===== src/rtl/dmem_pkg.sv =====
`default_nettype none

package dmem_pkg;

  // Byte address width, one full word
  localparam int ADDR_W = 32;

  // Data word width
  localparam int DATA_W = 32;

  // One strobe bit per byte lane
  localparam int STRB_W = DATA_W / 8;

  // Address bit that routes an access to the I/O RAM
  localparam int IO_SEL_BIT = 31;

  // CPU-side bridge FSM
  typedef enum logic [1:0] {
    BRIDGE_IDLE,
    BRIDGE_READ,
    BRIDGE_WRITE
  } bridge_state_t;

  // Data cache FSM
  typedef enum logic [1:0] {
    CACHE_IDLE,
    CACHE_LOOKUP,
    CACHE_FILL,
    CACHE_WRITE
  } cache_state_t;

endpackage

`default_nettype wire


===== src/rtl/dcache.sv =====
`timescale 1ns/1ps
`default_nettype none

module dcache #(
  parameter int INDEX_W = 4,
  parameter int MEM_AW  = 8
) (
  input  logic                        clk,
  input  logic                        rst_n,
  // Read request from the bridge
  input  logic                        rd_valid,
  input  logic [dmem_pkg::ADDR_W-1:0] rd_addr,
  output logic [dmem_pkg::DATA_W-1:0] rd_data,
  output logic                        rd_data_valid,
  // Write request from the bridge
  input  logic                        wr_valid,
  input  logic [dmem_pkg::ADDR_W-1:0] wr_addr,
  input  logic [dmem_pkg::DATA_W-1:0] wr_data,
  input  logic [dmem_pkg::STRB_W-1:0] wr_strb,
  output logic                        wr_ready,
  // Backing memory
  output logic                        mem_rd,
  output logic [MEM_AW-1:0]           mem_raddr,
  input  logic [dmem_pkg::DATA_W-1:0] mem_rdata,
  input  logic                        mem_rd_done,
  output logic                        mem_wr,
  output logic [MEM_AW-1:0]           mem_waddr,
  output logic [dmem_pkg::DATA_W-1:0] mem_wdata,
  output logic [dmem_pkg::STRB_W-1:0] mem_wstrb
);
  import dmem_pkg::*;

  localparam int TAG_W = MEM_AW - INDEX_W;
  localparam int LINES = 1 << INDEX_W;

  cache_state_t       state;
  cache_state_t       state_next;

  // One word per line
  logic [DATA_W-1:0]  data_arr [LINES];
  logic [TAG_W-1:0]   tag_arr  [LINES];
  logic [LINES-1:0]   valid;

  // Word address split into index and tag
  logic [MEM_AW-1:0]  rd_word;
  logic [MEM_AW-1:0]  wr_word;
  logic [INDEX_W-1:0] rd_idx;
  logic [INDEX_W-1:0] wr_idx;
  logic [TAG_W-1:0]   rd_tag;
  logic [TAG_W-1:0]   wr_tag;
  logic               rd_hit;
  logic               wr_hit;

  // Set once mem_rd has gone out for the current fill
  logic               fill_issued;
  logic [DATA_W-1:0]  merged;

  assign rd_word = rd_addr[MEM_AW+1:2];
  assign wr_word = wr_addr[MEM_AW+1:2];
  assign rd_idx  = rd_word[INDEX_W-1:0];
  assign wr_idx  = wr_word[INDEX_W-1:0];
  assign rd_tag  = rd_word[MEM_AW-1:INDEX_W];
  assign wr_tag  = wr_word[MEM_AW-1:INDEX_W];
  assign rd_hit  = valid[rd_idx] && (tag_arr[rd_idx] == rd_tag);
  assign wr_hit  = valid[wr_idx] && (tag_arr[wr_idx] == wr_tag);

  // Store bytes laid over the cached word
  always_comb begin
    merged = data_arr[wr_idx];
    for (int b = 0; b < STRB_W; b++) begin
      if (wr_strb[b]) begin
        merged[8*b +: 8] = wr_data[8*b +: 8];
      end
    end
  end

  always_comb begin
    state_next = state;
    case (state)
      CACHE_IDLE: begin
        if (rd_valid) begin
          state_next = CACHE_LOOKUP;
        end else if (wr_valid) begin
          state_next = CACHE_WRITE;
        end
      end
      CACHE_LOOKUP: begin
        state_next = rd_hit ? CACHE_IDLE : CACHE_FILL;
      end
      CACHE_FILL: begin
        if (mem_rd_done) begin
          state_next = CACHE_IDLE;
        end
      end
      default: begin
        // Write-through finishes in one cycle
        state_next = CACHE_IDLE;
      end
    endcase
  end

  always_ff @(posedge clk) begin
    if (!rst_n) begin
      state       <= CACHE_IDLE;
      fill_issued <= 1'b0;
      valid       <= '0;
    end else begin
      state       <= state_next;
      fill_issued <= (state == CACHE_FILL) && (state_next == CACHE_FILL);
      if (state == CACHE_FILL && mem_rd_done) begin
        valid[rd_idx] <= 1'b1;
      end
    end
  end

  // Line contents, refilled on a miss or merged on a write hit
  always_ff @(posedge clk) begin
    if (state == CACHE_FILL && mem_rd_done) begin
      data_arr[rd_idx] <= mem_rdata;
      tag_arr[rd_idx]  <= rd_tag;
    end else if (state == CACHE_WRITE && wr_hit) begin
      data_arr[wr_idx] <= merged;
    end
  end

  // Fill data goes straight through in the done cycle
  assign rd_data       = (state == CACHE_FILL) ? mem_rdata : data_arr[rd_idx];
  assign rd_data_valid = (state == CACHE_LOOKUP && rd_hit) ||
                         (state == CACHE_FILL && mem_rd_done);
  assign wr_ready      = (state == CACHE_WRITE);

  assign mem_rd    = (state == CACHE_FILL) && !fill_issued;
  assign mem_raddr = rd_word;

  // Every store goes to memory, hit or not
  assign mem_wr    = (state == CACHE_WRITE);
  assign mem_waddr = wr_word;
  assign mem_wdata = wr_data;
  assign mem_wstrb = wr_strb;

  // IDLE favours the load, so a store offered alongside it would be lost
  a_req_exclusive: assert property (@(posedge clk) disable iff (!rst_n)
    !(rd_valid && wr_valid));

  // A fetch only follows a lookup that missed
  a_mem_rd_after_miss: assert property (@(posedge clk) disable iff (!rst_n)
    mem_rd |-> (state == CACHE_FILL) && ($past(state) == CACHE_LOOKUP));

endmodule

`default_nettype wire


===== config.mk =====
export PLATFORM = sky130hd
export DESIGN_NAME = dcache
export DESIGN_NICKNAME = d
export VERILOG_FILES = /design/src/rtl/dmem_pkg.sv /design/src/rtl/dcache.sv
export SDC_FILE = /design/constraint.sdc
export NUM_CORES = 1
export LEC_CHECK = 0
export BUFFER_PORTS_ARGS = -buffer_cell sky130_fd_sc_hd__buf_2
export CORE_UTILIZATION = 59
export CTS_CLUSTER_DIAMETER = 40
export DETAILED_ROUTE_END_ITERATION = 10
export PLACE_DENSITY_LB_ADDON = 0.08
export SETUP_SLACK_MARGIN = 0.02
export SYNTH_ARGS = -nofsm -noshare
export SYNTH_HDL_FRONTEND = slang
export SYNTH_SLANG_ARGS = --single-unit

===== constraint.sdc =====
create_clock -name clk -period 4.3 [get_ports clk]
set_input_delay 0.215 -clock clk [delete_from_list [all_inputs] [get_ports clk]]
set_output_delay 0.215 -clock clk [all_outputs]
set_load 0.01 [all_outputs]

==> results by group, run 1 <==
Die
  – Starting Density: between 50% and 60%
  – Die footprint: 0.0432 sq mm
  – Die W: between 200 and 250 um
  – Die Y: 208 um
  – Core Box Area: between 0.04 and 0.05 sq mm
  – Placement Rows: 75
  – # IOs: between 200 and 250

STA
  – Max Freq: 268 MHz
  – TNS Setup: 0 ns
  – Least-Margin Pin Slew: 1.16 ns
  – Slew Limit Fails: 0
  – Rel. slew slack: ~22%
  – Final Hold Fails: 0
  – Setup-failing EPs final: 0
  – Clock Skew: 0.0181 ns
  – Final worst path period share: 86.7%
  – Post-route minimum period: 3.73 ns
  – RSZ-0062 raised after global routing: false

Flow run
  – Max-cap viol count: 0

Placed design
  – Post-DP Area: 0.0264 sq mm
  – Dpl hpwl: around 33,000 um
  – Placer Congestion: 0.815
  – Placed cells: 1,864
  – Port bufs: 176

Cells and area
  – Share of post-route cells with drive strength above 1: 42.0%
  – Area of the multi-input gates: between 0.006 and 0.007 sq mm
  – Fillcell total: 2,638
  – Post-layout util: 69.2%
  – Fin cells: 2,006
  – Synthesis-to-layout area growth: 15.8%
  – Ant. Diodes: 0
  – Register Area: 0.0177 sq mm
  – Fin nets: between 1.5k and 2k
  – Post-route cell area: 0.0290 sq mm

Logic synthesis
  – Syn_area_per_cell: 20.7 sq um
  – Post-synth cell types: 42
  – Syn Nets: around 1.3k
  – Synthesized flop and latch total: 595
  – Yosys warns: 0
  – Ys flop type: edfxtp_1
  – Synth Instances: 1,208
  – Yosys top cell area share: 69.1%
  – Synth Cell Area: 0.0250 sq mm
  – Async set or reset register ratio after synthesis: 0%
  – Synth area leaders: edfxtp_1 69%, mux4_2 18%, mux2_2 2.1%
  – Synth cell count leaders: 576 x edfxtp_1, 203 x mux4_2, 109 x nor2_1
  – Most instantiated library cell after synthesis: edfxtp_1
  – Number of flops mapped to enable cells by yosys: roughly 580
  – Seq/Total Area, Yosys: 70.6%
  – Post-synth top area cell: edfxtp_1

Clock tree
  – Post_cts resized: 0
  – Sink Count: slightly below 600
  – Post-CTS Setup Inserts: 0
  – Htree depth: 3
  – Worst-Skew Late Latency: ~0.60 ns
  – CTS buffer count: 76
  – CTS tree: done
  – Maximum buffer depth of the clock tree: 3
  – CTS clk-pin slew, worst paths: 0.06 ns
  – Clock Tree Root: clkbuf_16

Power and ir drop
  – Maximum VDD drop: 343 uV
  – Power density over the cells: 466 mW/mm^2
  – Leakage Power: ~9.5 nW

Worst setup path
  – Arrival time worst endpoint: just under 4 ns
  – Critical path class: flip-flop to flip-flop
  – Required @ worst endpoint: 4.51 ns
  – Critical Path End Type: flip-flop
  – CP Launch Type: flip-flop
  – Reg2reg setup slack: roughly 0.57 ns
  – Critical R2R Launch: tag_arr[7][1]$_DFFE_PP_
  – CP startpoint: tag_arr[7][1]$_DFFE_PP_
  – Worst-path fanout max: 20

Routing
  – First DRT Iteration DRCs: ~1.3k
  – Routed WL per cell: 27.4 um
  – Drt drc: 0
  – Antenna Violating Nets Remaining: 0
  – Total number of vias: 12.7k
  – Final WL: 55,100 um
  – Via/cell ratio: 6.33
  – TritonRoute pass-1 iters: 7

Global route
  – Largest net degree at the start of global routing: 83
  – Vias in the first global route: ~13k
  – Global route overflow: 0
  – Initial antenna violation count: 0
  – Global-route wire length before repair: 81,700 um
  – Total track usage: 26.4%

Run status
  – Run status: complete, no violations

Min path
  – Worst hold path type: input pin to flip-flop
  – Worst Min Path Start: rst_n
## worst max-delay path: stages (launching register included)
cell	delay (ns)
edfxtp_1	0.39
mux4_2	0.48
a22o_1	0.27
a221oi_2	0.27
xor2_2	0.26
nor4b_4	0.30
buf_12	0.23
mux2i_1	0.17
buf_4	0.18
nor2_1	0.77
## placed cells by master (no fill, tap or decap), drive strengths merged, types with 3 or more instances in the layout
cell	count
a22oi	4
a41oi	4
and2	3
buf	241
bufinv	8
clkbuf	93
clkinv	23
clkinvlp	6
dfxtp	19
edfxtp	576
inv	12
mux2	66
mux2i	22
mux4	203
nand2	6
nand2b	9
nand3	4
nor2	109
nor2b	4
nor3	10
o21a	16
xnor2	3
xor2	4
## power by group
group          total, mW  internal, mW  switching [mW]
Clock               6.30          3.86            2.44
Combinational      0.816         0.371           0.445
Sequential          6.39          6.38         0.00753
## sequential cells by signal, indices dropped and copies added, names as in the netlist
name         flops
fill_issued      1
tag_arr         64
data_arr       512
state            2
valid           16
## area by class of cell
class                      count  area share (%)
clock buffer                  93            6.96
clock inverter                47            1.77
inverter                       2          0.0259
multi-input combinational    487            22.8
sequential                   595            61.0
tap                          539            2.33
timing repair buffer         243            5.16
## stage by stage
step	hold WS, ns	worst slack, ns	power (mW)
floorplan	0.314	1.18	7.06
global placement	0.459	0.377	7.31
detailed placement	0.473	0.306	7.33
CTS	0.00132	0.575	13.6
global route	0.0331	0.437	13.9
finish	0.0231	0.574	13.5
## metal layers
metal  track usage [%]  vias up  part of all wire [%]
met5                 0        -                     0
met4              8.22        0                   2.3
met3              4.66      106                   7.9
met2              42.0      599                    49
met1              38.0     6627                    41
li1                  -     5361                     -
## worst paths after layout
| check | to | cells past startpoint |
|---|---|---|
| max reg2reg | data_arr[6][13]$_DFFE_PP_ | 9 |
| min reg2reg | valid[2]$_SDFFE_PN0P_ | 1 |
| min | valid[2]$_SDFFE_PN0P_ | 2 |
| max | data_arr[6][13]$_DFFE_PP_ | 9 |
## kinds of logic (layout without fill, tap and decap cells)
group,count (synthesis),in the layout,share of synthesized area (%)
AO/OA/AOI/OAI,34,34,1.21
AND/OR/NAND/NOR,155,155,2.74
buffers and inverters,126,385,3.01
multiplexers,291,291,22.1
XOR/XNOR,7,7,0.275
flip-flops,595,595,70.6
## what timing repair did
item,4_1_cts,5_1_grt
hold buffers,2,0
setup endpoints to repair,0,0
hold endpoints to repair,1,0
Note: power is estimated with default switching activity, not from simulation.
==> run 2: changes to the inputs <==
PLACE_DENSITY = 0.82   (was not set)
PLACE_DENSITY_LB_ADDON = not set   (was 0.08)
==> run 2 against run 1 <==
Via count up 1.1%; fmax down 3.1%; combinational power about the same; largest power group unchanged; worst setup slack worse by 0.12 ns; global-route usage down 0.22 points; sequential power about the same; count of clock-buffer cells in the layout down 5; final cell count about the same; die area unchanged; highest routed layer is now met5; critical path type unchanged.
==> results by group, run 2 (synthesis results as in run 1) <==
Global route
  – Vias in the first global route: 13.5k (was 13.0k)
  – Global route overflow: 0 (unchanged)
  – Initial antenna violation count: 1 (was 0)
  – Total track usage: 26.2% (was 26.4%)
  – Largest net degree at the start of global routing: 104 (was 83)
  – Global-route wire length before repair: 83,000 um (was 81,700 um)

Routing
  – Via/cell ratio: 6.40 (was 6.33)
  – Routed WL per cell: 27.2 um (was 27.4 um)
  – Total number of vias: 12.8k (was 12.7k)
  – Final WL: 54,600 um (was 55,100 um)
  – First DRT Iteration DRCs: 1,504 (was 1,311)
  – Drt drc: 0 (unchanged)
  – Antenna Violating Nets Remaining: 0 (unchanged)
  – TritonRoute pass-1 iters: 6 (was 7)

Die
  – Placement Rows: 75 (unchanged)
  – Die Y: 208 um (unchanged)
  – Core Box Area: 0.0419 sq mm (unchanged)
  – # IOs: 225 (unchanged)
  – Starting Density: 59.8% (unchanged)
  – Die footprint: 0.0432 sq mm (unchanged)
  – Die W: 208 um (unchanged)

Clock tree
  – Post_cts resized: 0 (unchanged)
  – Maximum buffer depth of the clock tree: 3 (unchanged)
  – Sink Count: 595 (unchanged)
  – Worst-Skew Late Latency: 0.60 ns (about the same)
  – Htree depth: 3 (unchanged)
  – Hold-fix buffers, CTS: 2 (unchanged)
  – Clock Tree Root: clkbuf_16 (unchanged)
  – Post-CTS Setup Inserts: 0 (unchanged)
  – CTS tree: done (unchanged)
  – CTS buffer count: 72 (was 76)
  – CTS clk-pin slew, worst paths: 0.06 ns (about the same)

Flow run
  – Max-cap viol count: 0 (unchanged)

Cells and area
  – Most frequent cells in the layout: 576 x edfxtp_1, 203 x mux4_2, 174 x buf_2 (was 576 x edfxtp_1, 203 x mux4_2, 173 x buf_2)
  – Fin nets: 1,544 (was 1,542)
  – Synthesis-to-layout area growth: 15.3% (was 15.8%)
  – Fillcell total: 2,448 (was 2,638)
  – Ant. Diodes: 0 (unchanged)
  – Commonest non-fill, non-tap cell in the layout: edfxtp_1 (unchanged)
  – Max reg flops: 512 (unchanged)
  – Share of post-route cells with drive strength above 1: 42.3% (was 42.0%)
  – Fin cells: 2,005 (was 2,006)
  – Register with the most flip-flops: data_arr (unchanged)
  – Regs by FF count: data_arr: 512 flops, tag_arr: 64 flops, valid: 16 flops (unchanged)

Power and ir drop
  – Power density over the cells: 458 mW/mm^2 (was 466 mW/mm^2)
  – Leakage Power: 9.49 nW (was 9.53 nW)
  – Design Power: 13.2 mW (was 13.5 mW)
  – Maximum VDD drop: 356 uV (was 343 uV)

STA
  – Clock Skew: 0.0245 ns (was 0.0181 ns)
  – Slew Limit Fails: 0 (unchanged)
  – Setup-failing EPs final: 0 (unchanged)
  – TNS Setup: 0 ns (unchanged)
  – Post-route minimum period: 3.84 ns (was 3.73 ns)
  – Final Hold Fails: 0 (unchanged)
  – RSZ-0062 raised after global routing: false (unchanged)
  – Rel. slew slack: 19.1% (was 22.3%)
  – Least-Margin Pin Slew: 1.21 ns (was 1.16 ns)
  – Final worst path period share: 89.4% (was 86.7%)
  – Max Freq: 260 MHz (was 268 MHz)

Placed design
  – Placer Congestion: 0.820 (was 0.815)
  – Dpl hpwl: 33,500 um (was 33,300 um)
  – Placed cells: 1,870 (was 1,864)
  – Port bufs: 176 (unchanged)

Worst setup path
  – Critical path class: flip-flop to flip-flop (unchanged)
  – Required @ worst endpoint: 4.49 ns (was 4.51 ns)
  – CP Launch Type: flip-flop (unchanged)
  – Worst-path fanout max: 26 (was 20)
  – Critical Path End Type: flip-flop (unchanged)
  – CP startpoint: tag_arr[12][2]$_DFFE_PP_ (was tag_arr[7][1]$_DFFE_PP_)
  – Critical R2R Launch: tag_arr[12][2]$_DFFE_PP_ (was tag_arr[7][1]$_DFFE_PP_)
  – Arrival time worst endpoint: 4.04 ns (was 3.94 ns)

Min path
  – Worst Min Path Start: rst_n (unchanged)
  – Worst hold path type: input pin to flip-flop (unchanged)

Run status
  – Run status: complete, no violations (unchanged)
run 2: cell types whose count changed in the layout (fill, tap and decap cells not counted), sizes merged:
cell,before,now
clkinvlp,6,3
bufinv,8,4
clkinv,23,24
clkbuf,93,88
inv,12,16
buf,241,247
run 2: routing by layer:
metal	GRT usage, %	vias up	routed length, um
met5	0	-	13
met4	11.2	2	1820
met3	5.06	137	4150
met2	44.1	667	28600
met1	33.7	6653	20000
li1	-	5375	-
run 2: final cells by class:
type	count	area, sq um	share of cell area (%)
Timing Repair Buffer	249	1490	5.15
Inverter	2	7.51	0.0260
Multi-Input combinational cell	487	6600	22.9
Sequential cell	595	17700	61.3
Clock buffer	88	1980	6.85
Clock inverter	45	438	1.52
Tap cell	539	674	2.34
run 2: worst paths after layout:
| path | endpoint | slack (ns) | cells after the start |
|---|---|---|---|
| worst min-delay path | valid[7]$_SDFFE_PN0P_ | 0.04 | 2 |
| worst max-delay path | data_arr[0][8]$_DFFE_PP_ | 0.46 | 9 |
| worst max register to register | data_arr[0][8]$_DFFE_PP_ | 0.46 | 9 |
| worst min register to register | valid[10]$_SDFFE_PN0P_ | 0.49 | 1 |
run 2: per-stage QoR:
step	utilization [%]	cell area, sq um	hold slack, ns	setup slack [ns]
after floorplan	-	25000	0.314	1.18
after global placement	63.1	26400	0.460	0.303
after detailed placement	63.1	26400	0.477	0.168
after CTS	69.0	28900	0.0113	0.483
after global routing	69.0	28900	0.0404	0.337
final	69.0	28900	0.0386	0.455
run 2: worst max-delay path, cell delays in order (launching register included):
cell and delay (ns):
edfxtp_1 0.40, mux4_2 0.49, a22oi_1 0.35, a21o_1 0.17, o2111ai_1 0.19, nor4b_4 0.40, buf_12 0.26, mux2i_1 0.11
buf_4 0.17, nor2_1 0.90
run 2: where the power goes:
| part | total (mW) | internal [mW] | switching [mW] |
|---|---|---|---|
| Sequential | 6.39 | 6.38 | 0.00866 |
| Clock | 6.02 | 3.59 | 2.43 |
| Combinational | 0.819 | 0.368 | 0.451 |
