===== src/rtl/dmem_pkg.sv =====
`default_nettype none

package dmem_pkg;

  // Byte address width, one full word
  localparam int ADDR_W = 32;

  // Data word width
  localparam int DATA_W = 32;

  // One strobe bit per byte lane
  localparam int STRB_W = DATA_W / 8;

  // Address bit that routes an access to the I/O RAM
  localparam int IO_SEL_BIT = 31;

  // CPU-side bridge FSM
  typedef enum logic [1:0] {
    BRIDGE_IDLE,
    BRIDGE_READ,
    BRIDGE_WRITE
  } bridge_state_t;

  // Data cache FSM
  typedef enum logic [1:0] {
    CACHE_IDLE,
    CACHE_LOOKUP,
    CACHE_FILL,
    CACHE_WRITE
  } cache_state_t;

endpackage

`default_nettype wire


===== src/rtl/io_bram.sv =====
`timescale 1ns/1ps
`default_nettype none

module io_bram #(
  parameter int IO_AW = 4
) (
  input  logic                        clk,
  input  logic                        ren,
  input  logic [dmem_pkg::ADDR_W-1:0] raddr,
  output logic [dmem_pkg::DATA_W-1:0] rdata,
  input  logic                        wen,
  input  logic [dmem_pkg::ADDR_W-1:0] waddr,
  input  logic [dmem_pkg::DATA_W-1:0] wdata,
  input  logic [dmem_pkg::STRB_W-1:0] wstrb
);
  import dmem_pkg::*;

  logic [DATA_W-1:0] mem [1 << IO_AW];

  // Word index from the low address bits
  logic [IO_AW-1:0]  ridx;
  logic [IO_AW-1:0]  widx;

  assign ridx = raddr[IO_AW+1:2];
  assign widx = waddr[IO_AW+1:2];

  initial begin
    for (int i = 0; i < (1 << IO_AW); i++) begin
      mem[i] = '0;
    end
  end

  always_ff @(posedge clk) begin
    // Registered read, data next cycle
    if (ren) begin
      rdata <= mem[ridx];
    end
    if (wen) begin
      for (int b = 0; b < STRB_W; b++) begin
        if (wstrb[b]) begin
          mem[widx][8*b +: 8] <= wdata[8*b +: 8];
        end
      end
    end
  end

endmodule

`default_nettype wire


===== config.mk =====
export PLATFORM = sky130hd
export DESIGN_NAME = io_bram
export DESIGN_NICKNAME = d
export VERILOG_FILES = /design/src/rtl/dmem_pkg.sv /design/src/rtl/io_bram.sv
export SDC_FILE = /design/constraint.sdc
export NUM_CORES = 1
export LEC_CHECK = 0
export ABC_AREA = 1
export BUFFER_PORTS_ARGS = -buffer_cell sky130_fd_sc_hd__buf_2
export CELL_PAD_IN_SITES_DETAIL_PLACEMENT = 1
export CELL_PAD_IN_SITES_GLOBAL_PLACEMENT = 1
export CORE_MARGIN = 2
export CORE_UTILIZATION = 52
export CTS_BUF_LIST = sky130_fd_sc_hd__clkbuf_16
export CTS_CLUSTER_SIZE = 16
export DETAILED_ROUTE_END_ITERATION = 16
export PLACE_DENSITY_LB_ADDON = 0.1
export SETUP_SLACK_MARGIN = 0.4
export SLEW_MARGIN = 20
export SYNTH_ARGS = -nofsm -noshare
export SYNTH_HDL_FRONTEND = slang
export SYNTH_SLANG_ARGS = --single-unit

===== constraint.sdc =====
create_clock -name clk -period 2.13 [get_ports clk]
set_input_delay 0.213 -clock clk [delete_from_list [all_inputs] [get_ports clk]]
set_output_delay 0.213 -clock clk [all_outputs]
set_load 0.01 [all_outputs]

==> metrics, run 1 <==
Reg clk slew, reported paths about 0.06 ns; Max Fclk 730 MHz; setup repair bufs after CTS 0; count of pins over their slew limit 0; LEAKAGE approximately 0.011 uW; global route overflow 0; Final Setup Violations 0; min-delay src wdata[21]; outcome finished clean; flops & latches, synth roughly 540; first-pass GRT wire length ~97000 um; startpoint types flop; post-CTS resize count 0; Final Critical Period around 1.4 ns; Worst path slowest cell edfxtp_1; power density over the cells 853 nW/um^2; CP delay by family, top flip-flops; worst-margin pin slew approximately 0.85 ns; Reg2Reg Setup Slack 0.91 ns; pre-CTS setup slack 0.342 ns; area share of the largest cell type after synthesis 0.700; First-pass DRT Iterations 5; # DRC 0; post-route clock skew ~0.018 ns; CP max FO 1; FF-to-FF End rdata[12]; nets@finish ~2400; Clock Latency Late Sink just over 0.6 ns; total track usage 0.277; IO Count 135; syn avg cell area ~11 sq um; Die Y 216 um; Min-Delay Path Class in -> reg; Final WS setup between 0.7 and 0.8 ns; CTS root buffer clkbuf_16; syn_nets 2298; Rel. slew slack 0.434; DRT iter0 DRCs about 1200; RePlAce Congestion around 0.76; hold path depth 1; Levels on crit path 1; Setup TNS Final 0 ns; Area Overhead vs Synth 13.8%; Crit. End Element output port; total die area 46600 sq um; routed vias/inst roughly 5.4; largest net degree at the start of global routing just over 100; crit-path max cell delay roughly 0.4 ns; CTS tree built; max-cap violations 0; sequential area share after synthesis 0.700; fraction of layout cells with a size suffix above 1 0.100; Worst Path Buf+Inv 1; initial antenna violation count 2; worst endpoint required time roughly 1.9 ns; Worst Reg-to-Reg Cells 6; sequence of cells on the critical path buf_2; Sinks on Clock Net approximately 540; final hold viol count 0; Synth Cell Area about 23000 sq um; H-tree level count 2; vias in the first global route between 15000 and 20000; post-synth top area cell edfxtp_1; Crit. Startpoint rdata[2]; dpl hpwl between 30000 and 40000 um; critical path class reg -> out; Initial Util 0.528; crit share post-route 0.643; total CTS buffers 56; routed via count between 15000 and 20000; critical path data arrival time 1.16 ns; row cnt 77; Peak VDD IR between 0.0007 and 0.0008 V; worst r2r src mem[10][12]; DRT antenna net count 0; crit path to rdata[2]; WL per Instance roughly 21 um; Synth Warn # 0; CTS max path bufs 3; drt total wl 63300 um; count of cell types in the netlist 14; Die Width ~220 um; main area contributors after synthesis edfxtp_1, nand2_1, nand3_1, inv_1, buf_6; Syn Inst Count between 2000 and 2500; RSZ-0062 raised after global routing no; port bufs 78; core area between 40000 and 50000 sq um
-- metrics by stage --
step / cell area [sq um] / hold WS [ns] / instances / utilization / power [uW]
6_report: 26600 / 0.0266 / 2970 / 0.600 / 22600
5_1_grt: 26500 / 0.0306 / 2969 / 0.600 / 23300
4_1_cts: 26500 / 0.00100 / 2969 / 0.600 / 22800
3_5_place_dp: 24600 / 0.599 / 2844 / 0.556 / 13600
3_3_place_gp: 24600 / 0.587 / 2844 / 0.556 / 13500
2_1_floorplan: 23300 / 0.312 / 2195 / - / 13000
-- synthesized netlist by cell type --
master and count:
clkbuf_1 13, buf_12 1, buf_2 46, nand3_1 384, buf_6 27, nand2_1 694
nor2_1 70, inv_6 1, inv_2 1, inv_1 392, edfxtp_1 544, buf_8 1
buf_1 13, buf_4 8
-- how the worst min path moves through the flow --
stage | endpoint | slack (ns)
final | mem[8][21] | 0.03
after CTS | mem[5][21] | 0.001
after floorplan | mem[0][0] | 0.31
after global routing | mem[7][20] | 0.03
after detailed placement | mem[12][30] | 0.60
after global placement | mem[13][30] | 0.59
-- registers in the layout, indices dropped and copies added, names as in the netlist --
| name | flops |
|---|---|
| mem | 512 |
| rdata | 32 |
-- per-layer routing --
layer / global-route usage / vias up / share of wire
li1: - / 7369 / -
met1: 0.349 / 8005 / 0.40
met2: 0.488 / 398 / 0.51
met3: 0.0352 / 139 / 0.045
met4: 0.112 / 2 / 0.038
met5: 0 / - / 0.00021
-- power by group --
part           internal (uW)  switching, uW
clock                   5260           3940
sequential             12000           44.9
combinational            421           1010
total                  17600           5000
-- logic make-up (layout without fill, tap and decap cells) --
logic type	Yosys count	after routing	share of synthesized area
buffers and inverters	503	685	0.0947
and+or+nand+nor	1148	1148	0.205
DFF	544	544	0.700
other	0	1	0
-- final cells by class --
class / instances / area [sq um]
multi-input cells: 1148 / 4790
fillers: 4679 / 17700
clock buffers: 57 / 1430
flip-flops and latches: 544 / 16300
inverters: 394 / 1490
diodes: 1 / 2.50
repair buffers: 195 / 1510
clock inverters: 39 / 262
well taps: 592 / 741
-- placed cells by master (no fill, tap or decap) --
| cell type | synthesis | layout |
|---|---|---|
| inv_2 | 1 | 1 |
| clkinv_2 | 0 | 8 |
| inv_1 | 392 | 404 |
| buf_2 | 46 | 75 |
| clkbuf_16 | 0 | 57 |
| nor2_1 | 70 | 70 |
| nand3_1 | 384 | 384 |
| bufinv_16 | 0 | 4 |
| inv_8 | 0 | 1 |
| clkinv_1 | 0 | 14 |
| inv_4 | 0 | 1 |
| edfxtp_1 | 544 | 544 |
| nand2_1 | 694 | 694 |
| buf_4 | 8 | 78 |
| diode_2 | 0 | 1 |
| dlygate4sd3_1 | 0 | 29 |
| clkbuf_8 | 0 | 1 |
| buf_12 | 1 | 12 |
-- what timing repair did --
item,CTS,global route
endpoints found under the setup margin,0,0
hold buffers,29,0
endpoints found under the hold margin,460,0
Note: power is estimated with default switching activity, not from simulation.
==> run 2: changes to the inputs <==
ABC_AREA = 0   (was 1)
CORE_UTILIZATION = 53   (was 52)
clock period = 1.3 ns   (was 2.13 ns; I/O delays follow)
==> metrics, run 2 <==
DRT iter0 DRCs 757 (-39%); total die area 40100 sq um (-14%); port bufs 78 (unchanged); design area 26300 sq um (-1.0%); internal power 28500 uW (+62%); most frequent cells in the layout edfxtp_1, mux4_2, buf_12; CTS root buffer clkbuf_16; first-pass GRT wire length 74800 um (-23%); M2 GR Usage 0.425 (-0.0633); syn_nets 1012 (-56%); nets@finish 1266 (-48%); post-synth top area cell edfxtp_1; count of pins over their slew limit 0 (unchanged); Initial Util 0.540 (+0.0119); fraction of layout cells with a size suffix above 1 0.450 (+0.350); Sw Ratio 0.215 (-0.00574); core area 37800 sq um (-14%); sequential area share after synthesis 0.800 (+0.100); CP max FO 1 (unchanged); most common cell after layout, fill and taps aside edfxtp_1; Crit. End Element flop; Die Y 200 um (-7.2%); critical path class reg -> reg; M1 GR Usage 0.358 (+0.00884); share of flip-flops with an asynchronous set or reset 0 (unchanged); global route overflow 0 (unchanged); Syn Inst Count 909 (-59%); H-tree level count 2 (unchanged); Rel. slew slack 0.255 (-0.179); total track usage 0.257 (-0.0206); startpoint types flop; Net Switching 7810 uW (+56%); Largest register FFs 512 (unchanged); count leader, synth edfxtp_1; Setup TNS Final -3.88 ns (-3.88 ns); Synth Warn # 0 (unchanged); power density over the cells 1380 nW/um^2 (+62%); row cnt 71 (-7.8%); Sinks on Clock Net 544 (unchanged); Peak VDD IR 0.00125 V (+77%); violated checks setup timing; Final Critical Period between 1.5 and 2 ns; biggest regs mem x512, rdata x32; vias in the first global route 11400 (-34%); dpl hpwl 31000 um (-16%); CTS tree built; number of synthesized flops with an enable pin 544 (unchanged); total power 36300 uW (+60%); Seq pwr share 0.542 (+0.011); Synth Cell Area 20400 sq um (-12%); final hold viol count 0 (unchanged); Max Fclk about 640 MHz; area share of the largest cell type after synthesis 0.800 (+0.100); met3 Usage GRT 0.0410 (+0.00577); Layout Utilization 0.694 (+0.0939); critical path data arrival time 1.89 ns (+0.73 ns); Final Setup Violations 36 (+36); Reg clk slew, reported paths 0.06 ns (about the same); RSZ-0062 raised after global routing yes; outcome finished with violations; CTS max path bufs 3 (unchanged); Area Overhead vs Synth 28.7%; total CTS buffers 53 (-5.4%); RePlAce Congestion 0.733 (-3.9%); Fill cells 2966 (-37%); flops & latches, synth 544 (unchanged); count of cell types in the netlist 13 (-1); WL per Instance 29.0 um (+36%); LEAKAGE 0.00858 uW (-25%); combinational power share 0.066 (+0.003); worst-margin pin slew 1.12 ns (+0.266 ns); drt total wl 49700 um (-21%); largest net degree at the start of global routing 35 (-65%); syn avg cell area 22.5 sq um (+110%); post-route clock skew 0.0229 ns (+0.00462 ns); max-cap violations 0 (unchanged); # DRC 0 (unchanged); worst endpoint required time 1.63 ns (-0.29 ns); prevailing post-synth register cell edfxtp_1; Clock Latency Late Sink 0.60 ns (about the same); initial antenna violation count 1 (-1); clock power share 0.392 (-0.014); Final WS setup -0.260 ns (-1.02 ns); Die Width 200 um (-7.2%); main area contributors after synthesis edfxtp_1, mux4_2, a22oi_1, nor2_1, nand2_1; routed vias/inst 5.94 (+11%); Reg with most FFs mem; routed via count 10200 (-36%); Min-Delay Path Class in -> reg; layer with the highest usage met2; First-pass DRT Iterations 5 (unchanged); top cells by count, synth edfxtp_1, mux4_2, nor2_1, a22oi_1, nand2_1; crit share post-route 1.20; IO Count 135 (unchanged); placed instance area 24100 sq um (-1.8%); DRT antenna net count 0 (unchanged); ant diodes 0 (-1)
## run 2: changes by cell type in the layout (fill, tap and decap cells not counted), sizes merged, moves of 2 or more
cell / delta
nand2: -649
inv: -389
nand3: -378
mux4: +128
a22oi: +64
buf: +48
nor2b: +6
bufinv: -3
clkinvlp: +3
dlygate4sd3: +3
nor2: -3
clkbuf: -2
## run 2: cell type report
type / count / area, sq um / share of cell area
Sequential cell: 544 / 16300 / 0.622
Multi-Input combinational cell: 318 / 4740 / 0.180
Timing Repair Buffer: 246 / 2950 / 0.112
Clock buffer: 55 / 1380 / 0.0524
Tap cell: 511 / 639 / 0.0243
Clock inverter: 43 / 236 / 0.00900
## run 2: metal layers
layer,vias to the layer above,wire length (um)
li1,4348,-
met5,-,14
met2,319,25400
met1,5444,20500
met4,2,1250
met3,87,2600
## run 2: critical path: stages (launching register included)
cell and delay [ns]:
edfxtp_1 0.37, mux4_2 0.53, a22oi_2 0.18, buf_4 0.15, nand2_2 0.06
## run 2: path summary, 6_finish.rpt
kind,slack (ns),cells after the start,from,endpoint
worst max-delay path,-0.26,4,mem[3][3],rdata[3]
worst min-delay path,0.06,2,ren,rdata[15]
worst max register to register,-0.26,4,mem[3][3],rdata[3]
worst min register to register,0.76,3,mem[6][12],rdata[12]
## run 2: repair_timing
item,CTS,global route
endpoints found under the setup margin,104,64
hold buffers,32,0
gates resized for setup,34,8
endpoints found under the hold margin,512,0
setup buffers,2,0
pin swaps,8,5
## run 2: logic make-up after synthesis
| logic type | count (synthesis) | share of synthesized area |
|---|---|---|
| flops | 544 | 0.800 |
| mux | 128 | 0.141 |
| compound gates | 64 | 0.0235 |
| buf+inv | 47 | 0.0108 |
| simple gates | 126 | 0.0245 |
## run 2: power by group through the flow
| stage | Sequential, uW | Clock, uW | Combinational [uW] |
|---|---|---|---|
| after CTS | 19700 | 14500 | 2390 |
| after global routing | 19700 | 15100 | 2540 |
| after floorplan | 20100 | 0 | 1120 |
| final | 19700 | 14300 | 2380 |
| after global placement | 20100 | 0 | 2150 |
| after detailed placement | 20100 | 0 | 2220 |
## run 2: stage by stage
| step | setup slack [ns] | hold WS (ns) | instances |
|---|---|---|---|
| final | -0.260 | 0.0585 | 1717 |
| after global routing | -0.268 | 0.0486 | 1717 |
| after global placement | -0.532 | 0.505 | 1585 |
| after floorplan | -0.0840 | 0.229 | 909 |
| after CTS | -0.258 | 0.0295 | 1717 |
| after detailed placement | -0.575 | 0.524 | 1585 |
==> run 3: changes to the inputs <==
clock period = 1.5 ns   (was 1.3 ns; I/O delays follow)
==> metrics, run 3 (same netlist as run 2, synthesis figures left out) <==
min-delay src ren; crit share post-route 0.981 (-0.219); First-pass DRT Iterations 5 (unchanged); Reg with most FFs mem; startpoint types flop; Peak VDD IR 0.00100 V (-20%); internal power 24700 uW (-13%); WHS Endpoint rdata[31]; clock power share 0.390 (-0.002); Min-Delay Path Class in -> reg; routed via count 9930 (-2.6%); initial antenna violation count 2 (+1); hold slack final 0.0854 ns (+0.0269 ns); design area 25300 sq um (-3.7%); DRT iter0 DRCs 756 (-0.13%); CTS tree built; combinational power share 0.062 (-0.004); port bufs 78 (unchanged); worst endpoint required time 1.83 ns (+0.20 ns); biggest regs mem x512, rdata x32; # DRC 0 (unchanged); fraction of layout cells with a size suffix above 1 0.420 (-0.0301); Area Overhead vs Synth 23.9%; outcome finished clean; global route overflow 0 (unchanged); total power 31200 uW (-14%); CTS root buffer clkbuf_16; core area 37800 sq um (unchanged); most frequent cells in the layout edfxtp_1, mux4_2, buf_2; Final Setup Violations 0 (-100%); Largest register FFs 512 (unchanged); Seq pwr share 0.548 (+0.006); Sw Ratio 0.207 (-0.00749); Worst Reg-to-Reg Cells 4 (unchanged); critical path data arrival time 1.80 ns (-0.09 ns); Reg2Reg Setup Slack 0.03 ns (+0.29 ns); Die Y 200 um (unchanged); Final WS setup 0.0285 ns (+0.288 ns); total CTS buffers 53 (unchanged); final hold viol count 0 (unchanged); Crit. End Element flop; pre-CTS setup slack -0.439 ns (+0.136 ns); worst-margin pin slew 1.38 ns (+0.261 ns); Max Fclk 680 MHz (+6.0%); Setup TNS Final 0 ns (+3.88 ns); Initial Util 0.540 (unchanged); H-tree level count 2 (unchanged); most common cell after layout, fill and taps aside edfxtp_1; placed instance area 23100 sq um (-4.0%); Rel. slew slack 0.0805 (-0.174); hold path depth 2 (unchanged); Sinks on Clock Net 544 (unchanged); post-route clock skew 0.0131 ns (-0.00980 ns); power density over the cells 1230 nW/um^2 (-11%); FF-to-FF End rdata[25]; critical path class reg -> reg; Clock Latency Late Sink 0.58 ns (-0.02 ns); Die Width 200 um (unchanged); vias in the first global route 11100 (-2.6%); worst r2r src mem[2][25]; first-pass GRT wire length 71800 um (-4.0%); total die area 40100 sq um (unchanged); RSZ-0062 raised after global routing yes; drt total wl 47900 um (-3.6%); LEAKAGE 0.00814 uW (-5.2%); DRT antenna net count 0 (unchanged); Reg clk slew, reported paths 0.06 ns (about the same); RePlAce Congestion 0.760 (+3.6%); dpl hpwl 29700 um (-4.2%); largest net degree at the start of global routing 33 (-5.7%); WL per Instance 28.6 um (-1.1%); row cnt 71 (unchanged); IO Count 135 (unchanged); CTS max path bufs 3 (unchanged); routed vias/inst 5.94 (about the same); count of pins over their slew limit 0 (unchanged); Net Switching 6470 uW (-17%); total track usage 0.245 (-0.0122); CP max FO 1 (unchanged); nets@finish 1225 (-3.2%); Final Critical Period 1.47 ns (-0.0883 ns); max-cap violations 0 (unchanged)
==> run 3: cell count changes in the layout (fill, tap and decap cells not counted), moves of 4 or more <==
cell      before  now
buf_12        94   51
nand2_4       10    0
nand2_1       29   36
a22oi_1       32   26
a22oi_2       32   38
nand3_2        0    6
nand3_4        6    0
clkinv_2      10    5
inv_1         16   21
nor2b_2        0    4
nor2b_4        6    2
==> run 3: area by class of cell <==
cell class	count	area [sq um]
Tap cell	511	639
Clock inverter	39	231
Clock buffer	53	1330
Multi-Input combinational cell	318	4620
Timing Repair Buffer	205	2130
Antenna cell	3	7.51
Fill cell	2977	12600
Sequential cell	544	16300
==> run 3: power by group through the flow <==
| stage | logic, uW | registers [uW] | clock network (uW) |
|---|---|---|---|
| 2_1_floorplan | 935 | 17400 | 0 |
| 3_3_place_gp | 1720 | 17400 | 0 |
| 3_5_place_dp | 1780 | 17400 | 0 |
| 4_1_cts | 1870 | 17100 | 12400 |
| 5_1_grt | 2060 | 17100 | 12900 |
| 6_report | 1930 | 17100 | 12200 |
==> run 3: critical path: stages (launching register included) <==
cell and delay (ns):
edfxtp_1 0.37, mux4_2 0.49, a22oi_2 0.19, buf_4 0.14, nand2_1 0.04
==> run 3: how the worst max path moves through the flow <==
| stage | slack, ns | to | start |
|---|---|---|---|
| 2_1_floorplan | 0.1 | rdata[7] | raddr[2] |
| 3_3_place_gp | -0.38 | rdata[11] | raddr[2] |
| 3_5_place_dp | -0.44 | rdata[20] | raddr[2] |
| 4_1_cts | -0.004 | rdata[20] | mem[4][20] |
| 5_1_grt | -0.02 | rdata[6] | mem[11][6] |
| 6_report | 0.03 | rdata[25] | mem[2][25] |
==> run 3: metal layers <==
| layer | part of all wire | routed length [um] | track usage |
|---|---|---|---|
| met1 | 0.40 | 19200 | 0.336 |
| met5 | 0 | 0 | 0 |
| met3 | 0.051 | 2440 | 0.0327 |
| met2 | 0.53 | 25200 | 0.418 |
| met4 | 0.021 | 1030 | 0.0698 |
==> run 3: timing repair <==
item,CTS,global route
endpoints found under the hold margin,512,0
pin swaps,6,7
gates resized for setup,12,34
setup buffers,0,0
hold buffers,32,0
endpoints found under the setup margin,64,64
==> run 3: per-stage QoR <==
step / utilization / cells
2_1_floorplan: - / 909
3_3_place_gp: 0.612 / 1545
3_5_place_dp: 0.612 / 1545
4_1_cts: 0.663 / 1669
5_1_grt: 0.668 / 1672
6_report: 0.668 / 1673
