**config.mk**
```make
export PLATFORM = sky130hd
export DESIGN_NAME = dmem_cache_bridge
export DESIGN_NICKNAME = d
export VERILOG_FILES = /design/src/rtl/dmem_pkg.sv /design/src/rtl/dmem_cache_bridge.sv
export SDC_FILE = /design/constraint.sdc
export NUM_CORES = 1
export LEC_CHECK = 0
export BUFFER_PORTS_ARGS = -buffer_cell sky130_fd_sc_hd__buf_2
export CORE_AREA = 2 2 158 160
export CTS_CLUSTER_SIZE = 8
export DETAILED_ROUTE_END_ITERATION = 12
export DIE_AREA = 0 0 160 162
export SLEW_MARGIN = 20
export SYNTH_ARGS = -nofsm -noshare
export SYNTH_HDL_FRONTEND = slang
export SYNTH_SLANG_ARGS = --single-unit
```
**constraint.sdc**
```tcl
create_clock -name clk -period 6.8 [get_ports clk]
set_clock_uncertainty 0.1 [all_clocks]
set_input_delay 0.34 -clock clk [delete_from_list [all_inputs] [get_ports clk]]
set_output_delay 0.34 -clock clk [all_outputs]
set_load 0.05 [all_outputs]
```
**src/rtl/dmem_pkg.sv**
```systemverilog
`default_nettype none

package dmem_pkg;

  // Byte address width, one full word
  localparam int ADDR_W = 32;

  // Data word width
  localparam int DATA_W = 32;

  // One strobe bit per byte lane
  localparam int STRB_W = DATA_W / 8;

  // Address bit that routes an access to the I/O RAM
  localparam int IO_SEL_BIT = 31;

  // CPU-side bridge FSM
  typedef enum logic [1:0] {
    BRIDGE_IDLE,
    BRIDGE_READ,
    BRIDGE_WRITE
  } bridge_state_t;

  // Data cache FSM
  typedef enum logic [1:0] {
    CACHE_IDLE,
    CACHE_LOOKUP,
    CACHE_FILL,
    CACHE_WRITE
  } cache_state_t;

endpackage

`default_nettype wire

```
**src/rtl/dmem_cache_bridge.sv**
```systemverilog
`timescale 1ns/1ps
`default_nettype none

module dmem_cache_bridge (
  input  logic                        clk,
  input  logic                        rst_n,
  // CPU load port
  input  logic                        dmem_ren,
  input  logic [dmem_pkg::ADDR_W-1:0] dmem_raddr,
  output logic [dmem_pkg::DATA_W-1:0] dmem_rdata,
  // CPU store port
  input  logic                        dmem_we,
  input  logic [dmem_pkg::ADDR_W-1:0] dmem_waddr,
  input  logic [dmem_pkg::DATA_W-1:0] dmem_wdata,
  input  logic [dmem_pkg::STRB_W-1:0] dmem_wstrb,
  output logic                        dmem_stall,
  // Cache read side
  output logic                        cache_rd_valid,
  output logic [dmem_pkg::ADDR_W-1:0] cache_rd_addr,
  input  logic [dmem_pkg::DATA_W-1:0] cache_rd_data,
  input  logic                        cache_rd_data_valid,
  // Cache write side
  output logic                        cache_wr_valid,
  output logic [dmem_pkg::ADDR_W-1:0] cache_wr_addr,
  output logic [dmem_pkg::DATA_W-1:0] cache_wr_data,
  output logic [dmem_pkg::STRB_W-1:0] cache_wr_strb,
  input  logic                        cache_wr_ready,
  // I/O RAM
  output logic                        io_ren,
  output logic [dmem_pkg::ADDR_W-1:0] io_raddr,
  input  logic [dmem_pkg::DATA_W-1:0] io_rdata,
  output logic                        io_wen,
  output logic [dmem_pkg::ADDR_W-1:0] io_waddr,
  output logic [dmem_pkg::DATA_W-1:0] io_wdata,
  output logic [dmem_pkg::STRB_W-1:0] io_wstrb
);
  import dmem_pkg::*;

  bridge_state_t     state;
  bridge_state_t     state_next;

  // High bit of the address picks I/O over the cache
  logic              io_sel_rd;
  logic              io_sel_wr;

  // Cycle right after a cache completion, stall still high
  logic              cooldown;
  // Stall low, CPU consumes the result while its old request is still up
  logic              retire;
  logic              accept;

  // Which source the last accepted load came from
  logic              io_sel_rd_q;

  // Request payload held for the cache
  logic [ADDR_W-1:0] rd_addr_q;
  logic [ADDR_W-1:0] wr_addr_q;
  logic [DATA_W-1:0] wr_data_q;
  logic [STRB_W-1:0] wr_strb_q;

  // Completed cache load, held for the CPU
  logic [DATA_W-1:0] rd_data_q;

  assign io_sel_rd = dmem_raddr[IO_SEL_BIT];
  assign io_sel_wr = dmem_waddr[IO_SEL_BIT];

  // New requests only in a quiet IDLE
  assign accept = (state == BRIDGE_IDLE) && !cooldown && !retire;

  always_comb begin
    state_next = state;
    case (state)
      BRIDGE_IDLE: begin
        if (accept && dmem_ren && !io_sel_rd) begin
          state_next = BRIDGE_READ;
        end else if (accept && dmem_we && !io_sel_wr) begin
          state_next = BRIDGE_WRITE;
        end
      end
      BRIDGE_READ: begin
        if (cache_rd_data_valid) begin
          state_next = BRIDGE_IDLE;
        end
      end
      BRIDGE_WRITE: begin
        if (cache_wr_ready) begin
          state_next = BRIDGE_IDLE;
        end
      end
      default: begin
        state_next = BRIDGE_IDLE;
      end
    endcase
  end

  always_ff @(posedge clk) begin
    if (!rst_n) begin
      state       <= BRIDGE_IDLE;
      cooldown    <= 1'b0;
      retire      <= 1'b0;
      io_sel_rd_q <= 1'b0;
    end else begin
      state    <= state_next;
      cooldown <= (state == BRIDGE_READ && cache_rd_data_valid) ||
                  (state == BRIDGE_WRITE && cache_wr_ready);
      retire   <= cooldown;
      // Track the source of each accepted load for the data mux
      if (accept && dmem_ren) begin
        io_sel_rd_q <= io_sel_rd;
      end
    end
  end

  // Capture payload as the request leaves IDLE
  always_ff @(posedge clk) begin
    if (state == BRIDGE_IDLE && state_next == BRIDGE_READ) begin
      rd_addr_q <= dmem_raddr;
    end
    if (state == BRIDGE_IDLE && state_next == BRIDGE_WRITE) begin
      wr_addr_q <= dmem_waddr;
      wr_data_q <= dmem_wdata;
      wr_strb_q <= dmem_wstrb;
    end
    // Load result stays put until the next load completes
    if (state == BRIDGE_READ && cache_rd_data_valid) begin
      rd_data_q <= cache_rd_data;
    end
  end

  // Read valid falls in the data cycle so the cache sees one request
  assign cache_rd_valid = (state == BRIDGE_READ) && !cache_rd_data_valid;
  assign cache_rd_addr  = rd_addr_q;

  assign cache_wr_valid = (state == BRIDGE_WRITE);
  assign cache_wr_addr  = wr_addr_q;
  assign cache_wr_data  = wr_data_q;
  assign cache_wr_strb  = wr_strb_q;

  // I/O path is straight through, the BRAM answers next cycle
  assign io_ren   = dmem_ren && io_sel_rd;
  assign io_raddr = dmem_raddr;
  assign io_wen   = dmem_we && io_sel_wr;
  assign io_waddr = dmem_waddr;
  assign io_wdata = dmem_wdata;
  assign io_wstrb = dmem_wstrb;

  assign dmem_rdata = io_sel_rd_q ? io_rdata : rd_data_q;

  // High from the request cycle through cooldown
  assign dmem_stall = (state != BRIDGE_IDLE) || (state_next != BRIDGE_IDLE) || cooldown;

  // CPU keeps loads and stores in separate cycles
  a_no_rd_wr_together: assert property (@(posedge clk) disable iff (!rst_n)
    !(dmem_ren && dmem_we));

  // Payload must not move under a held valid
  a_rd_payload_stable: assert property (@(posedge clk) disable iff (!rst_n)
    cache_rd_valid && $past(cache_rd_valid) |-> $stable(cache_rd_addr));

  a_wr_payload_stable: assert property (@(posedge clk) disable iff (!rst_n)
    cache_wr_valid && $past(cache_wr_valid) |->
      $stable(cache_wr_addr) && $stable(cache_wr_data) && $stable(cache_wr_strb));

endmodule

`default_nettype wire

```
==> qor.yml, run 1 <==
route:
  wl_met1_um: 6600
  topRoutingLayerUsed: "met4"
  drtAntennaViolNets: 0
  wl_per_cell_um: 16.1
  wl_met3_um: 1570
  first_pass_iters: 4
  wl_um: 17200
  drt_iter0_drc: 150
  wl_met2_um: 8710
  drc: 0
  viasPerCell: 3.77
  via_count: 4016
clocking:
  cts_tree: "done"
  cts_root_buf: "clkbuf_16"
  clk_path_buf_depth: 2
  cts_buffers: 17
  post_cts_buffers: 0
  cts.htree.levels: 4
  clkSinkCount: 137
  insertion_delay_ps: 410
  clk_pin_slew_ps: 60
floorplanning:
  rows: 57
  fp.dieArea_um2: 25900
  die_w_um: 160
  ios: 407
  start_util_pct: 22.3
  coreArea_um2: 24100
  die_h_um: 162
logic_synthesis:
  synth_edf_count: 132
  synth_warnings: 0
  ys_seq_area_share_pct: 75.7
  syn_area_um2: 5370
  syn_area_per_cell_um2: 18.2
  syn-num-nets: 465
  synth_cells: 295
  async_flop_share_pct: 0
  yosysUniqueCellTypes: 20
  ys_ff_latch: 137
  synth_ff_type: "edfxtp_1"
placed_design:
  placement.io_buffers: 406
  post-dp-hpwl_um: 12200
  dpl-instance-area_um2: 7070
  routabilityCongestion: 0.759
sta:
  layout_min_cycle_time_ps: 2360
  hold_viol: 0
  fin_crit_sh_pct: 34.8
  setup_viol: 0
  fmax_mhz: 423
  drv_slew: 0
  rsz0062_at_grt: "no"
  fin_setup_tns_ps: 0
  fin_hold_ws_ps: 29.7
  worst_pin_slew_ps: 925
  slew_headroom_pct: 38.4
final_layout:
  fin_area_um2: 8750
  drive_above_1_share_pct: 63.0
  nets: 898
  area_delta_synth_final_pct: 63.0
job:
  maxCapViolCount: 0
grt:
  globalRoute.totalOverflow: 0
  grt.total_usage_pct: 12.9
  antenna_found_initial: 1
  grt_pass1_wl_um: 24600
  grt_max_degree: 70
  grt_pass1_vias: 4213
worst_setup_path:
  crit_chain: "buf_4 > mux2_2 > buf_2"
  cp.required_ps: 6360
  r2r_cells: 3
  cp-start-kind: "register"
  path_buf_inv: 2
  critical-path-max-stage-delay_ps: 500
  crit_type: "register to output port"
  crit_cells: 3
  cp.arrival_ps: 1920
  crit_path_end_kind: "output port"
  crit_slowest_cell: "dfxtp_1"
  cp_top_family: "buffers and inverters"
  path_max_fanout: 26
hold_path:
  holdCritPathClass: "primary input to register"
  whs_path_depth: 1
run_status:
  outcome: "completed"
power_and_ir_drop:
  power_density_nw_per_um2: 274
  irDropWorstVdd_mv: 0.141
  leakage_nw: 3.79
  finalPower_mw: 2.40
[what timing repair did]
item / 4_1_cts / 5_1_grt
setup endpoints to repair: 0 / 0
resized for setup: 0 / 0
hold buffers: 107 / 2
hold endpoints to repair: 107 / 2
[placed cells by master, fill, tap and decap left out]
cell type,instances
mux2_2,22
clkinv_4,3
dlygate4sd3_1,109
a21oi_1,1
mux2_1,10
nor3b_1,1
and2_1,3
buf_4,3
o21bai_1,1
or3_4,1
nor3b_4,1
clkinv_2,1
and3b_2,1
inv_6,5
edfxtp_1,132
buf_2,406
clkbuf_1,1
o21a_1,2
mux2i_1,1
nor4_4,1
diode_2,1
bufinv_16,2
nand2b_1,1
dfxtp_1,5
inv_8,1
clkbuf_16,17
nor2b_1,5
nand2_1,2
clkinvlp_4,2
nor3b_2,1
[cells by family (layout without fill, tap and decap cells)]
group,after synthesis,count (layout),share of synthesized area [%]
flops,137,137,75.7
mux,33,33,6.90
compound gates,4,4,0.512
simple gates,17,17,2.59
buf+inv,104,550,14.3
other cells,0,1,0
[final timing paths]
path,from,end,slack (ps)
setup / recovery,io_sel_rd_q$_SDFFE_PN0N_,dmem_rdata[5],4440
hold / removal,dmem_wdata[21],cache_wr_data[21]$_DFFE_PP_,30
setup reg to reg,state[1]$_SDFF_PN0_,cache_wr_data[22]$_DFFE_PP_,4500
hold reg to reg,cooldown$_SDFF_PN0_,retire$_SDFF_PN0_,360
[layer usage]
metal / global-route usage, % / vias up
met5: 0 / -
met4: 5.00 / 0
met3: 4.72 / 13
met2: 22.4 / 272
met1: 14.4 / 1881
li1: - / 1850
[Yosys cell counts (2+ instances only)]
master / n / area [um2]
buf_2: 3 / 15.0
dfxtp_1: 5 / 100
nor3b_2: 2 / 25.0
buf_4: 100 / 751
and2_1: 3 / 18.8
mux2_1: 10 / 113
edfxtp_1: 132 / 3960
o21a_1: 2 / 15.0
mux2_2: 22 / 248
nor2b_1: 5 / 31.3
nand2_1: 2 / 7.51
[area by class of cell]
type / count / area [um2]
diodes: 1 / 2.50
fillers: 2338 / 15400
flip-flops and latches: 137 / 4060
well taps: 324 / 405
multi-input cells: 54 / 543
clock inverters: 14 / 161
repair buffers: 518 / 3150
clock buffers: 18 / 429
[stage by stage]
step                      util [%]  worst slack (ps)  instances
after floorplan                  -              3240        295
after global placement        29.3              4540        924
after detailed placement      29.3              4500        924
after CTS                     36.2              4380       1063
after global routing          36.3              4310       1066
final                         36.3              4440       1066
[sequential cells by signal, indices dropped and copies added (netlist names)]
signal	count
cache_rd_addr	32
cache_wr_addr	32
cache_wr_data	32
cache_wr_strb	4
cooldown	1
io_sel_rd_q	1
rd_data_q	32
retire	1
state	2
[power breakdown]
group / switching [mW] / internal, mW / total, mW
combinational: 0.349 / 0.141 / 0.490
clock: 0.383 / 0.550 / 0.933
sequential: 0.0101 / 0.967 / 0.978
total: 0.742 / 1.66 / 2.40
Power figures use the tool's default switching activity.
==> run 2: changes to the inputs <==
- ABC_AREA: default -> 1
- CORE_AREA: 2 2 158 160 -> 2 2 160 162
- DIE_AREA: 0 0 160 162 -> 0 0 162 164
- clock period: 6.8 -> 2.4 ns (I/O delays scaled with it)
==> run 2 against run 1 <==
Wire length grew 7.4%. Hold slack gained 62 ps. Register-to-register slack lost 3900 ps. Sequential share of layout area shrank 1.7 points. Final area grew 3.8%. Synthesized cell count grew 29%. Critical path depth grew 5. Core utilization grew 0.30 points. Sequential power grew to 2.8 times the previous value.
==> qor.yml, run 2 <==
power_and_ir_drop:
  power_frac_seq_pct: 40.3
  power_frac_clock_pct: 36.7
  swShare_pct: 32.7
  pwr-share-comb_pct: 23.0
  intPower_mw: 4.64
  switchingPower_mw: 2.26
  leakage_nw: 4.13
  power_density_nw_per_um2: 760
  irDropWorstVdd_mv: 0.365
grt:
  grt_pass1_vias: 4457
  antenna_found_initial: 0
  grt.total_usage_pct: 13.2
  globalRoute.totalOverflow: 0
  grt_pass1_wl_um: 25600
  grt_max_degree: 39
final_layout:
  n_fill_cell: 2427
  final_util_pct: 36.6
  layout_common_cells: "buf_2 (406), dlygate4sd3_1 (137), edfxtp_1 (132)"
  final_common_cell: "buf_2"
  seqCellArea_um2: 4060
  nets: 1010
  area_delta_synth_final_pct: 67.8
  drive_above_1_share_pct: 53.0
  fin_area_um2: 9080
  multi_input_area_um2: 527
  insertedDiodeCount: 0
run_status:
  outcome: "completed"
hold_path:
  holdCritPathClass: "primary input to register"
  whs_endpoint: "state[1]$_SDFF_PN0_"
  min-delay-start: "dmem_we"
  whs_path_depth: 5
clocking:
  cts.htree.levels: 4
  clkSinkCount: 137
  cts_root_buf: "clkbuf_16"
  cts_tree: "done"
  clk_pin_slew_ps: 60
  post_cts_buffers: 0
  cts_buffers: 17
  insertion_delay_ps: 410
  clk_path_buf_depth: 2
sta:
  rsz0062_at_grt: "no"
  fin_hold_ws_ps: 92.1
  slew_headroom_pct: 64.5
  fin_crit_sh_pct: 90.7
  worst_pin_slew_ps: 532
  fin_setup_tns_ps: 0
  hold_viol: 0
  drv_slew: 0
  fmax_mhz: 459
  layout_min_cycle_time_ps: 2180
  setup_viol: 0
floorplanning:
  die_h_um: 164
  rows: 58
  die_w_um: 162
  fp.dieArea_um2: 26600
  coreArea_um2: 24800
  start_util_pct: 21.8
  ios: 407
logic_synthesis:
  synth_common_cells: "edfxtp_1 (132), nand2_1 (102), buf_4 (100), inv_1 (11), nor2_1 (6)"
  synth.area.top_cells: "edfxtp_1 (73%), buf_4 (14%), nand2_1 (7.1%), dfxtp_1 (1.8%), nor2_4 (0.83%)"
  synth_edf_count: 132
  ys_ff_latch: 137
  synth_top_family_by_area: "buffers and inverters"
  synth_ff_type: "edfxtp_1"
  yosysMostFrequentCell: "edfxtp_1"
  syn_area_per_cell_um2: 14.3
  synth_xor_xnor_area_share_pct: 0
  yosysTopAreaCell: "edfxtp_1"
  yosys.area_share.adder_pct: 0
  ys_seq_area_share_pct: 75.0
  syn_area_um2: 5420
  synth_warnings: 0
  synth_cells: 380
  syn-num-nets: 550
  yosysUniqueCellTypes: 17
  synth_top_area_share_pct: 73.2
  async_flop_share_pct: 0
  muxShareOfSynthArea_pct: 0
  yosys.area_share.simple_pct: 9.08
  synth_compound_area_share_pct: 0.508
route:
  drtAntennaViolNets: 0
  first_pass_iters: 4
  via_count: 4467
  drc: 0
  wl_um: 18400
  drt_iter0_drc: 171
  viasPerCell: 3.78
  wl_per_cell_um: 15.6
worst_setup_path:
  rr_startpoint: "state[1]$_SDFF_PN0_"
  crit_chain: "dlygate4sd3_1 > buf_2 > nor2_1 > nand2_2 > nor2_4 > nor2_2 > nand2_1 > buf_2"
  critical-path-max-stage-delay_ps: 530
  path_max_fanout: 9
  cp_common_cell: "buf_2"
  crit_path_end_kind: "output port"
  cp-start-kind: "primary input"
  cp.arrival_ps: 1960
  crit_slowest_cell: "dlygate4sd3_1"
  reg2reg_slack_ps: 620
  reg2reg_to: "cache_wr_addr[1]$_DFFE_PP_"
  crit_type: "primary input to output port"
  cp.required_ps: 2180
  r2r_cells: 6
  path_buf_inv: 3
  cp_top_family: "buffers and inverters"
placed_design:
  post-dp-hpwl_um: 12900
  placement.io_buffers: 406
  routabilityCongestion: 0.776
  dpl-instance-area_um2: 7150
job:
  maxCapViolCount: 0
-- run 2: cell count changes after synthesis, sizes merged, moves of 3 or more --
cell / before / now
nor2b: 5 / 0
nor2: 0 / 11
nor3b: 3 / 0
inv: 0 / 13
nand2: 2 / 104
and2: 3 / 0
mux2: 32 / 0
-- run 2: tightest hold or removal path: cells and delay by family --
family          cells  cell delay, ps
simple gates        1              70
buf+inv             2             160
compound gates      2             190
-- run 2: what timing repair did --
item	in CTS	in global routing
resized for setup	0	0
endpoints found under the hold margin	137	0
hold buffers	137	0
-- run 2: cells by family (layout without fill, tap and decap cells) --
group,after synthesis,after routing
buffers and inverters,120,593
and+or+nand+nor,118,118
DFF,137,137
AOI/OAI and AO/OA,5,5
-- run 2: worst max-delay path by stage --
stage | from | endpoint | slack, ps | depth (start not counted)
CTS | dmem_waddr[31] | dmem_stall | 90 | 8
global placement | dmem_waddr[31] | cache_wr_data[0]$_DFFE_PP_ | 600 | 5
finish | dmem_waddr[31] | dmem_stall | 220 | 8
detailed placement | state[1]$_SDFF_PN0_ | cache_wr_addr[1]$_DFFE_PP_ | 590 | 6
floorplan | state[0]$_SDFF_PN0_ | rd_data_q[0]$_DFFE_PP_ | 10 | 2
global route | dmem_waddr[31] | dmem_stall | 60 | 8
-- run 2: layout make-up --
cell class,instances,share of cell area [%]
Clock buffer,19,4.77
Clock inverter,13,1.47
Inverter,13,0.537
Multi-Input combinational cell,123,5.80
Sequential cell,137,44.7
Tap cell,330,4.54
Timing Repair Buffer,548,38.1
-- run 2: layer usage --
| metal | wire length [um] | share of wire (%) | global-route usage, % | vias to the layer above |
|---|---|---|---|---|
| met5 | 0 | 0 | 0 | - |
| met3 | 1480 | 8.0 | 4.55 | 17 |
| met4 | 232 | 1.3 | 3.58 | 0 |
| met2 | 9720 | 53 | 24.3 | 267 |
| met1 | 7000 | 38 | 14.3 | 2077 |
| li1 | - | - | - | 2106 |
-- run 2: power groups by stage --
stage / Sequential (mW) / Combinational [mW] / Clock (mW)
3_5_place_dp: 2.83 / 1.41 / 0
5_1_grt: 2.79 / 1.66 / 2.74
2_1_floorplan: 3.11 / 0.803 / 0
3_3_place_gp: 2.83 / 1.41 / 0
4_1_cts: 2.78 / 1.59 / 2.64
6_report: 2.78 / 1.59 / 2.53
-- run 2: stage by stage --
stage | setup slack, ps | std cells | power, mW
after detailed placement | 594 | 1014 | 4.24
after global placement | 605 | 1014 | 4.23
after CTS | 92.8 | 1183 | 7.01
after floorplan | 12.9 | 380 | 3.91
final | 223 | 1183 | 6.90
after global routing | 63.9 | 1183 | 7.19
==> run 3: changes to the inputs <==
- PLACE_DENSITY_LB_ADDON: default -> 0.12
==> run 3 against run 2 <==
Combinational power about the same. Count of clock-buffer cells in the layout down 1. Global-route usage fell by 0.43 points. Sequential power hardly changed. Largest power group unchanged. Core utilization down 0.076 points. Sequential share of layout area increased by 0.093 points. Wire length down 4.4%. Largest cell class unchanged.
==> qor.yml, run 3 (same netlist as run 2, synthesis figures left out) <==
run_status:
  outcome: "completed"
clocking:
  clk_pin_slew_ps: 60
  clkSinkCount: 137
  cts_resized: 0
  insertion_delay_ps: 410
  cts_root_buf: "clkbuf_16"
  cts_buffers: 17
  post_cts_buffers: 0
  cts_tree: "done"
  clk_path_buf_depth: 2
  cts.htree.levels: 4
sta:
  layout_min_cycle_time_ps: 2100
  fmax_mhz: 475
  timing.final.ws_setup_ps: 297
  worst_pin_slew_ps: 559
  hold_viol: 0
  slew_headroom_pct: 62.7
  fin_setup_tns_ps: 0
  setup_viol: 0
  rsz0062_at_grt: "no"
  drv_slew: 0
  fin_crit_sh_pct: 87.6
route:
  wl_per_cell_um: 14.9
  wl_um: 17600
  drt_iter0_drc: 130
  via_count: 4371
  drc: 0
  first_pass_iters: 4
  viasPerCell: 3.70
  drtAntennaViolNets: 0
grt:
  grt.total_usage_pct: 12.7
  grt_use_met1_pct: 12.7
  globalRoute.totalOverflow: 0
  grt_pass1_vias: 4666
  grt_pass1_wl_um: 25300
  busiest_layer: "met2"
  grt_max_degree: 44
  use_met3_pct: 3.99
  antenna_found_initial: 0
  use_met2_pct: 24.6
worst_setup_path:
  cp-start-kind: "register"
  crit_slowest_cell: "inv_2"
  r2r_cells: 6
  path_max_fanout: 33
  crit_type: "register to output port"
  crit_chain: "inv_2 > nand2_1 > nand2_1 > buf_2"
  critical-path-max-stage-delay_ps: 490
  cp.required_ps: 2180
  crit_path_end_kind: "output port"
  reg2reg_slack_ps: 630
  reg2reg_to: "cache_wr_addr[8]$_DFFE_PP_"
  rr_startpoint: "state[0]$_SDFF_PN0_"
  cp.arrival_ps: 1880
  cp_common_cell: "nand2_1"
final_layout:
  layout_common_cells: "buf_2 (406), dlygate4sd3_1 (136), edfxtp_1 (132)"
  drive_above_1_share_pct: 53.2
  multi_input_area_um2: 527
  final_util_pct: 36.5
  seqCellArea_um2: 4060
  area_delta_synth_final_pct: 67.4
  n_fill_cell: 2488
  nets: 1009
  final_common_cell: "buf_2"
  insertedDiodeCount: 0
placed_design:
  place_ws_ps: 603
  routabilityCongestion: 0.807
  post-dp-hpwl_um: 12900
  placement.io_buffers: 406
power_and_ir_drop:
  power_density_nw_per_um2: 761
  intPower_mw: 4.64
  pwr-share-comb_pct: 22.8
  leakage_nw: 4.12
  switchingPower_mw: 2.26
  power_frac_seq_pct: 40.3
  swShare_pct: 32.8
  power_frac_clock_pct: 36.9
  irDropWorstVdd_mv: 0.343
hold_path:
  whs_path_depth: 5
  whs_endpoint: "state[1]$_SDFF_PN0_"
  holdCritPathClass: "primary input to register"
  min-delay-start: "dmem_we"
floorplanning:
  ios: 407
  rows: 58
  coreArea_um2: 24800
  die_w_um: 162
  fp.dieArea_um2: 26600
  start_util_pct: 21.8
  die_h_um: 164
job:
  maxCapViolCount: 0
## run 3: cell count changes in the layout (fill, tap and decap cells not counted)
cell,change
inv_6,-4
buf_12,-1
clkinv_2,+2
inv_8,+2
clkinvlp_4,-1
clkinv_4,+2
buf_4,+1
dlygate4sd3_1,-1
clkbuf_1,-1
## run 3: layer usage
layer,share of wire (%),vias to the layer above
met5,0,-
met4,1.8,0
met3,7.6,19
met2,54,228
met1,36,2013
li1,-,2111
## run 3: layout make-up
cell class              count  share of cell area [%]
flip-flops and latches    137                    44.8
repair buffers            547                    38.0
multi-input cells         123                    5.81
clock buffers              18                    4.73
well taps                 330                    4.55
clock inverters            14                    1.56
inverters                  13                   0.538
## run 3: timing repair
action,4_1_cts,5_1_grt
hold buffers,136,0
endpoints found under the hold margin,137,0
endpoints found under the setup margin,0,0
## run 3: power groups by stage
stage | Sequential (mW) | Combinational [mW] | Clock [mW]
detailed placement | 2.83 | 1.41 | 0
finish | 2.78 | 1.57 | 2.55
CTS | 2.78 | 1.59 | 2.68
floorplan | 3.11 | 0.803 | 0
global route | 2.79 | 1.65 | 2.75
global placement | 2.83 | 1.41 | 0
## run 3: critical path: cells and delay by family (launching register included)
family | cells | cell delay, ps
buffers and inverters | 2 | 740
and+or+nand+nor | 2 | 250
DFF | 1 | 460
## run 3: worst max-delay path by stage
stage                              from                           to  cells after the start
2_1_floorplan       state[0]$_SDFF_PN0_       rd_data_q[0]$_DFFE_PP_                      2
3_3_place_gp        state[0]$_SDFF_PN0_   cache_wr_addr[8]$_DFFE_PP_                      6
3_5_place_dp        state[0]$_SDFF_PN0_  cache_wr_data[25]$_DFFE_PP_                      6
4_1_cts        io_sel_rd_q$_SDFFE_PN0N_               dmem_rdata[30]                      4
5_1_grt        io_sel_rd_q$_SDFFE_PN0N_                dmem_rdata[6]                      4
6_report       io_sel_rd_q$_SDFFE_PN0N_               dmem_rdata[17]                      4
## run 3: stage by stage
step / cell area, um2 / hold slack [ps] / power [mW] / cells
finish: 9070 / 63.2 / 6.90 / 1182
global route: 9070 / 111 / 7.19 / 1182
CTS: 9070 / 57.0 / 7.04 / 1182
detailed placement: 7130 / 198 / 4.24 / 1014
global placement: 7130 / 198 / 4.24 / 1014
floorplan: 5420 / 118 / 3.91 / 380
